--- src/verilog/debounce_pkg.sv ---
// Bus widths and register word addresses; the slave decodes word addresses only, not bytes
package debounce_pkg;

    // Wishbone data word width
    localparam int data_width = 32;

    // Width of the word address decoded by the register slave
    localparam int addr_width = 2;

    // Register map, one word per register
    localparam logic [addr_width-1:0] reg_level   = 2'd0; // Clean levels, read only
    localparam logic [addr_width-1:0] reg_rise_en = 2'd1; // Rising edge enables
    localparam logic [addr_width-1:0] reg_fall_en = 2'd2; // Falling edge enables
    localparam logic [addr_width-1:0] reg_pending = 2'd3; // Pending bits, write one to clear

endpackage
--- src/verilog/event_cfg_if.sv ---
// Configuration and status between register slave and event unit; clear_mask is a 1-cycle strobe
interface event_cfg_if #(
    parameter int NUM_INPUTS = 8
);

    logic [NUM_INPUTS-1:0] rise_en;    // Per-input rising edge enable
    logic [NUM_INPUTS-1:0] fall_en;    // Per-input falling edge enable
    logic [NUM_INPUTS-1:0] clear_mask; // Strobe, each set bit clears that pending bit
    logic [NUM_INPUTS-1:0] pending;    // Sticky edge events

    // Register side owns the configuration and the clear strobe
    modport regs (
        output rise_en,
        output fall_en,
        output clear_mask,
        input  pending
    );

    // Event side owns the pending state
    modport events (
        input  rise_en,
        input  fall_en,
        input  clear_mask,
        output pending
    );

endinterface

--- src/verilog/debounce_top.sv ---
// Debounced input block; NUM_INPUTS at most 32, one STABLE_COUNT (even, >= 2) for all inputs
module debounce_top #(
    parameter int NUM_INPUTS   = 8,
    parameter int STABLE_COUNT = 8
) (
    input  logic                                clk,
    input  logic                                reset,
    input  logic [NUM_INPUTS-1:0]               raw_in,   // Asynchronous, may bounce
    input  logic                                wb_cyc,
    input  logic                                wb_stb,
    input  logic                                wb_we,
    input  logic [debounce_pkg::addr_width-1:0] wb_adr,
    input  logic [debounce_pkg::data_width-1:0] wb_dat_w,
    output logic [debounce_pkg::data_width-1:0] wb_dat_r,
    output logic                                wb_ack,
    output logic                                irq
);

    logic [NUM_INPUTS-1:0] clean_level;

    event_cfg_if #(
        .NUM_INPUTS (NUM_INPUTS)
    ) cfg_bus ();

    debounce_bank #(
        .NUM_INPUTS   (NUM_INPUTS),
        .STABLE_COUNT (STABLE_COUNT)
    ) u_bank (
        .clk         (clk),
        .reset       (reset),
        .raw_in      (raw_in),
        .clean_level (clean_level)
    );

    wb_reg_slave #(
        .NUM_INPUTS (NUM_INPUTS)
    ) u_regs (
        .clk         (clk),
        .reset       (reset),
        .wb_cyc      (wb_cyc),
        .wb_stb      (wb_stb),
        .wb_we       (wb_we),
        .wb_adr      (wb_adr),
        .wb_dat_w    (wb_dat_w),
        .wb_dat_r    (wb_dat_r),
        .wb_ack      (wb_ack),
        .clean_level (clean_level),
        .cfg         (cfg_bus.regs)
    );

    edge_event_unit #(
        .NUM_INPUTS (NUM_INPUTS)
    ) u_events (
        .clk         (clk),
        .reset       (reset),
        .clean_level (clean_level),
        .cfg         (cfg_bus.events),
        .irq         (irq)
    );

endmodule

--- src/verilog/edge_event_unit.sv ---
// Sticky edge events on the clean levels; a new edge wins over a clear in the same cycle
module edge_event_unit #(
    parameter int NUM_INPUTS = 8
) (
    input  logic                  clk,
    input  logic                  reset,
    input  logic [NUM_INPUTS-1:0] clean_level,
    event_cfg_if.events           cfg,
    output logic                  irq
);

    logic [NUM_INPUTS-1:0] level_q;   // Clean level one cycle ago
    logic [NUM_INPUTS-1:0] rise;
    logic [NUM_INPUTS-1:0] fall;
    logic [NUM_INPUTS-1:0] set_bits;  // Enabled edges seen this cycle

    // Clean level is 0 out of reset, so the previous value starts there too
    always_ff @(posedge clk) begin
        if (reset) begin
            level_q <= '0;
        end else begin
            level_q <= clean_level;
        end
    end

    assign rise     = clean_level & ~level_q;
    assign fall     = ~clean_level & level_q;
    assign set_bits = (rise & cfg.rise_en) | (fall & cfg.fall_en);

    // Set after clear gives the edge priority
    always_ff @(posedge clk) begin
        if (reset) begin
            cfg.pending <= '0;
        end else begin
            cfg.pending <= (cfg.pending & ~cfg.clear_mask) | set_bits;
        end
    end

    // Interrupt trails the pending bits by one cycle
    always_ff @(posedge clk) begin
        if (reset) begin
            irq <= 1'b0;
        end else begin
            irq <= |cfg.pending;
        end
    end

endmodule

--- src/verilog/wb_reg_slave.sv ---
// Wishbone classic slave; whole-word writes only, no byte selects and no error response
module wb_reg_slave #(
    parameter int NUM_INPUTS = 8
) (
    input  logic                                clk,
    input  logic                                reset,
    input  logic                                wb_cyc,
    input  logic                                wb_stb,
    input  logic                                wb_we,
    input  logic [debounce_pkg::addr_width-1:0] wb_adr,
    input  logic [debounce_pkg::data_width-1:0] wb_dat_w,
    output logic [debounce_pkg::data_width-1:0] wb_dat_r,
    output logic                                wb_ack,
    input  logic [NUM_INPUTS-1:0]               clean_level,
    event_cfg_if.regs                           cfg
);

    logic                                req;      // New request not yet answered
    logic                                wr_req;
    logic [NUM_INPUTS-1:0]               wr_bits;  // Write data cut to the input count
    logic [debounce_pkg::data_width-1:0] rd_word;
    logic [NUM_INPUTS-1:0]               rise_en_q;
    logic [NUM_INPUTS-1:0]               fall_en_q;

    // Skipping the cycle after ack makes a held request answer every second cycle
    assign req     = wb_cyc && wb_stb && !wb_ack;
    assign wr_req  = req && wb_we;
    assign wr_bits = wb_dat_w[NUM_INPUTS-1:0];

    always_ff @(posedge clk) begin
        if (reset) begin
            wb_ack <= 1'b0;
        end else begin
            wb_ack <= req;
        end
    end

    // Enable registers
    always_ff @(posedge clk) begin
        if (reset) begin
            rise_en_q <= '0;
            fall_en_q <= '0;
        end else if (wr_req) begin
            if (wb_adr == debounce_pkg::reg_rise_en) begin
                rise_en_q <= wr_bits;
            end
            if (wb_adr == debounce_pkg::reg_fall_en) begin
                fall_en_q <= wr_bits;
            end
        end
    end

    // One-cycle clear strobe from a write to the pending register
    always_ff @(posedge clk) begin
        if (reset) begin
            cfg.clear_mask <= '0;
        end else if (wr_req && wb_adr == debounce_pkg::reg_pending) begin
            cfg.clear_mask <= wr_bits;
        end else begin
            cfg.clear_mask <= '0;
        end
    end

    assign cfg.rise_en = rise_en_q;
    assign cfg.fall_en = fall_en_q;

    // Read mux, upper bits stay zero
    always_comb begin
        rd_word = '0;
        case (wb_adr)
            debounce_pkg::reg_level: begin
                rd_word[NUM_INPUTS-1:0] = clean_level;
            end
            debounce_pkg::reg_rise_en: begin
                rd_word[NUM_INPUTS-1:0] = rise_en_q;
            end
            debounce_pkg::reg_fall_en: begin
                rd_word[NUM_INPUTS-1:0] = fall_en_q;
            end
            default: begin
                rd_word[NUM_INPUTS-1:0] = cfg.pending;
            end
        endcase
    end

    // Read data is captured with the ack so it is stable while ack is high
    always_ff @(posedge clk) begin
        if (req && !wb_we) begin
            wb_dat_r <= rd_word;
        end
    end

endmodule

--- src/verilog/debounce_bank.sv ---
// Two-flop synchronizer plus saturating integrator per input; STABLE_COUNT must be even and >= 2
module debounce_bank #(
    parameter int NUM_INPUTS   = 8,
    parameter int STABLE_COUNT = 8
) (
    input  logic                  clk,
    input  logic                  reset,
    input  logic [NUM_INPUTS-1:0] raw_in,
    output logic [NUM_INPUTS-1:0] clean_level
);

    localparam int CNT_WIDTH = $clog2(STABLE_COUNT + 1);
    localparam logic [CNT_WIDTH-1:0] CNT_MAX   = CNT_WIDTH'(STABLE_COUNT);
    localparam logic [CNT_WIDTH-1:0] THRESHOLD = CNT_WIDTH'(STABLE_COUNT / 2);

    logic [NUM_INPUTS-1:0] sync_meta; // First stage, may go metastable
    logic [NUM_INPUTS-1:0] sync_out;  // Filter input

    always_ff @(posedge clk) begin
        if (reset) begin
            sync_meta <= '0;
            sync_out  <= '0;
        end else begin
            sync_meta <= raw_in;
            sync_out  <= sync_meta;
        end
    end

    genvar i;
    generate
        for (i = 0; i < NUM_INPUTS; i++) begin : g_filter
            logic [CNT_WIDTH-1:0] cnt;
            logic [CNT_WIDTH-1:0] cnt_next;

            // Integrate up on 1 and down on 0, stopping at either rail
            always_comb begin
                cnt_next = cnt;
                if (sync_out[i] && cnt < CNT_MAX) begin
                    cnt_next = cnt + 1'b1;
                end else if (!sync_out[i] && cnt != '0) begin
                    cnt_next = cnt - 1'b1;
                end
            end

            // The level is a registered compare of the count, one cycle behind it
            always_ff @(posedge clk) begin
                if (reset) begin
                    cnt            <= '0;
                    clean_level[i] <= 1'b0;
                end else begin
                    cnt            <= cnt_next;
                    clean_level[i] <= (cnt >= THRESHOLD);
                end
            end
        end
    endgenerate

endmodule

--- config.mk ---
export PLATFORM = sky130hd
export DESIGN_NAME = debounce_top
export DESIGN_NICKNAME = d
export VERILOG_FILES = /design/src/verilog/debounce_pkg.sv /design/src/verilog/event_cfg_if.sv /design/src/verilog/debounce_top.sv /design/src/verilog/edge_event_unit.sv /design/src/verilog/wb_reg_slave.sv /design/src/verilog/debounce_bank.sv
export SDC_FILE = /design/constraint.sdc
export NUM_CORES = 1
export LEC_CHECK = 0
export ABC_AREA = 1
export BUFFER_PORTS_ARGS = -buffer_cell sky130_fd_sc_hd__buf_2
export CORE_MARGIN = 10
export CORE_UTILIZATION = 25
export CTS_CLUSTER_DIAMETER = 200
export DETAILED_ROUTE_END_ITERATION = 7
export PLACE_DENSITY = 0.49
export SYNTH_ARGS = -nofsm -noshare
export SYNTH_HDL_FRONTEND = slang
export SYNTH_SLANG_ARGS = --single-unit
export TNS_END_PERCENT = 30
--- constraint.sdc ---
create_clock -name clk -period 1.98 [get_ports clk]
set_clock_uncertainty 0.2 [all_clocks]
set_input_delay 0.198 -clock clk [delete_from_list [all_inputs] [get_ports clk]]
set_output_delay 0.198 -clock clk [all_outputs]
set_load 0.01 [all_outputs]
==> results.sh <==
export IMPL_drtIter0Drc=167
export IMPL_drv_cap=0
export IMPL_cp_start_kind="flip-flop"
export IMPL_area_growth_pct=18.33
export IMPL_place_area_mm2=0.005415
export IMPL_cp_cell_sequence="inv_1, nand2_1, ha_1, or2_2, nand2_1, nand2_1, nand2_1, a21oi_1"
export IMPL_track_usage_pct=8.490
export IMPL_hold_slack_ns=0.05986
export IMPL_finalCritPeriodShare_pct=89.89
export IMPL_wl_per_cell_um=10.94
export IMPL_vias=4012
export IMPL_setup_ws_ns=0.2001
export IMPL_cts_max_level=3
export IMPL_viasPerCell=4.057
export IMPL_r2r_slack_ns=0.20
export IMPL_min_delay_start="wb_we"
export IMPL_avgSynthCellArea_um2=7.576
export IMPL_max_flop_register="u_bank.g_filter.cnt"
export IMPL_p_sw_share_pct=36.37
export IMPL_fin_area_mm2=0.005889
export IMPL_finalWirelength_um=10820
export IMPL_ys_seq_area_share_pct=44.24
export IMPL_rows=51
export IMPL_clkLatencyLatePin_ns=0.35
export IMPL_die_w_um=161.1
export IMPL_antenna_found_initial=2
export IMPL_place_gp_congestion=0.7727
export IMPL_cp_max_fo=8
export IMPL_hold_viol_final=0
export IMPL_fmax_mhz=561.8
export IMPL_cp_num_buf_inv=1
export IMPL_synth_yosys_warnings=0
export IMPL_core_mm2=0.01953
export IMPL_drive_gt1_share_pct=9.682
export IMPL_nFillCells=2153
export IMPL_pwr_share_seq_pct=40.8
export IMPL_pre_cts_slack_ns=0.2124
export IMPL_final_setup_tns_ns=0
export IMPL_io_pins=81
export IMPL_dpl_cell_count=954
export IMPL_overflow=0
export IMPL_clkTransAtPathRegs_ns=0.07
export IMPL_cts_resized=0
export IMPL_drt_pass1_iterations=6
export IMPL_placement_io_buffers=32
export IMPL_grt_pass1_vias=3772
export IMPL_grt_setup_unrepaired="false"
export IMPL_critPathKind="flip-flop to flip-flop"
export IMPL_synthCells=657
export IMPL_pwr_share_clk_pct=24.9
export IMPL_synth_seq_cells=106
export IMPL_nNetsFinal=789
export IMPL_min_path_type="input port to flip-flop"
export IMPL_die_h_um=161.1
export IMPL_critical_path_required_ns=2.02
export IMPL_intPower_mw=4.569
export IMPL_power_mw=7.180
export IMPL_dieArea_mm2=0.02595
export IMPL_crit_arrival_ns=1.82
export IMPL_slowest_stage="ha_1"
export IMPL_cts_buffers=9
export IMPL_power_leakage_nw=2.673
export IMPL_r2r_start="u_bank.g_filter[5].cnt[3]"
export IMPL_period_needed_ns=1.780
export IMPL_syn_cell_area_mm2=0.004977
export IMPL_route_antenna_remaining_nets=0
export IMPL_pwr_density_cell_mw_per_mm2=1219
export IMPL_cpPeakStageDelay_ns=0.36
export IMPL_irDropWorstVdd_uv=411.7
export IMPL_slew_viol_final=0
export IMPL_ys_types=30
export IMPL_hpwl_um=7788
export IMPL_largest_register_ffs=32
export IMPL_outcome="finished clean"
export IMPL_cts_buffer_depth=2
export IMPL_final_cells=989
export IMPL_cts_root_buffer="clkbuf_16"
export IMPL_post_cts_buffers=0
export IMPL_drcViolationCount=0
export IMPL_grt_max_degree=40
export IMPL_power_switching_mw=2.611
export IMPL_final_core_util_pct=30.16
export IMPL_pwr_share_comb_pct=34.3
export IMPL_endpoint_kind="flip-flop"
export IMPL_crit_start="u_bank.g_filter[5].cnt[3]"
export IMPL_critPathMostFrequentCell="nand2_1"
export IMPL_path_delay_family="simple AND/OR/NAND/NOR gates"
export IMPL_setup_violations_final=0
export IMPL_start_util_pct=25.49
export IMPL_tritoncts="built"
export IMPL_grt_pass1_wl_um=18260
export IMPL_clkSinkCount=106
==> timing repair <==
item | CTS | global route
hold buffers | 18 | 0
endpoints found under the setup margin | 0 | 0
endpoints found under the hold margin | 33 | 0
==> cell usage in the layout, fill, tap and decap left out, types with 3 or more instances in the layout <==
cell type and count:
inv_1 98, dfxtp_1 98, clkbuf_16 9, buf_2 32, nand3_1 49, buf_4 11
a21oi_1 39, nand3b_1 3, o2111ai_1 3, nor2_4 3, o21ai_1 3, xor2_1 7
clkbuf_1 3, o221ai_1 8, nor2_1 98, clkinv_4 4, conb_1 24, edfxtp_1 8
o21ai_0 16, or2_2 3, fa_1 8, nand2_1 143, nand4_1 8, dlygate4sd3_1 18
ha_1 16
==> power groups by stage <==
stage | clock [mW] | sequential [mW] | combinational (mW)
floorplan | 0 | 2.89 | 2.03
finish | 1.79 | 2.93 | 2.46
CTS | 1.87 | 2.94 | 2.48
detailed placement | 0 | 2.98 | 2.43
global route | 1.94 | 3.00 | 2.94
global placement | 0 | 2.99 | 2.43
==> layer usage <==
| metal | up-vias | share of wire [%] | GRT usage (%) |
|---|---|---|---|
| li1 | 2150 | - | - |
| met1 | 1787 | 50 | 10.84 |
| met2 | 57 | 43 | 13.18 |
| met3 | 16 | 5.0 | 3.127 |
| met4 | 2 | 1.1 | 2.275 |
| met5 | - | 0.065 | 0 |
==> Yosys cell counts <==
cell type / count / share of area [%]
nand3_2: 1 / 0.20
fa_1: 8 / 3.2
dfxtp_1: 98 / 39
buf_2: 4 / 0.40
o2111ai_1: 3 / 0.53
xnor2_1: 1 / 0.18
edfxtp_1: 8 / 4.8
or2_2: 3 / 0.38
o21ai_1: 3 / 0.30
o221ai_1: 8 / 1.4
xor2_1: 7 / 1.2
nor2_2: 1 / 0.13
ha_1: 16 / 4.0
nor4_1: 2 / 0.25
buf_4: 24 / 3.6
clkbuf_1: 3 / 0.23
inv_2: 2 / 0.15
conb_1: 1 / 0.075
clkinv_4: 2 / 0.35
nand2_1: 143 / 11
buf_1: 3 / 0.23
nor2_4: 3 / 0.68
nand3_4: 2 / 0.70
nand4_1: 8 / 1.0
a21oi_1: 39 / 3.9
nand3_1: 49 / 4.9
o21ai_0: 16 / 1.6
nor2_1: 98 / 7.4
nand3b_1: 3 / 0.45
inv_1: 98 / 7.4
==> final cells by class <==
type	count	area, um^2	share of cell area (%)
flip-flops and latches	106	2202	37.39
clock buffers	12	236.5	4.015
repair buffers	61	422.9	7.181
well taps	265	331.6	5.630
multi-input cells	438	2246	38.13
diodes	1	2.502	0.04249
inverters	102	392.9	6.671
clock inverters	4	55.05	0.9348
==> cells by family (layout without fill, tap and decap cells) <==
kind of cell | count (synthesis) | count (layout) | synth area share, %
and+or+nand+nor | 313 | 313 | 26.90
buffers and inverters | 136 | 179 | 12.37
DFF | 106 | 106 | 44.24
AOI/OAI and AO/OA | 69 | 69 | 7.768
adders and majority gates | 24 | 24 | 7.240
xor gates and xnor gates | 8 | 8 | 1.408
other | 1 | 25 | 0.07534
==> final timing paths <==
| path | to | cells past startpoint |
|---|---|---|
| worst min register to register | u_bank.sync_out[5] | 2 |
| worst max-delay path | u_bank.g_filter[5].cnt[3] | 8 |
| worst min-delay path | u_regs.wb_dat_r[7] | 2 |
| worst max register to register | u_bank.g_filter[5].cnt[3] | 8 |
(Power assumes the default switching activity.)
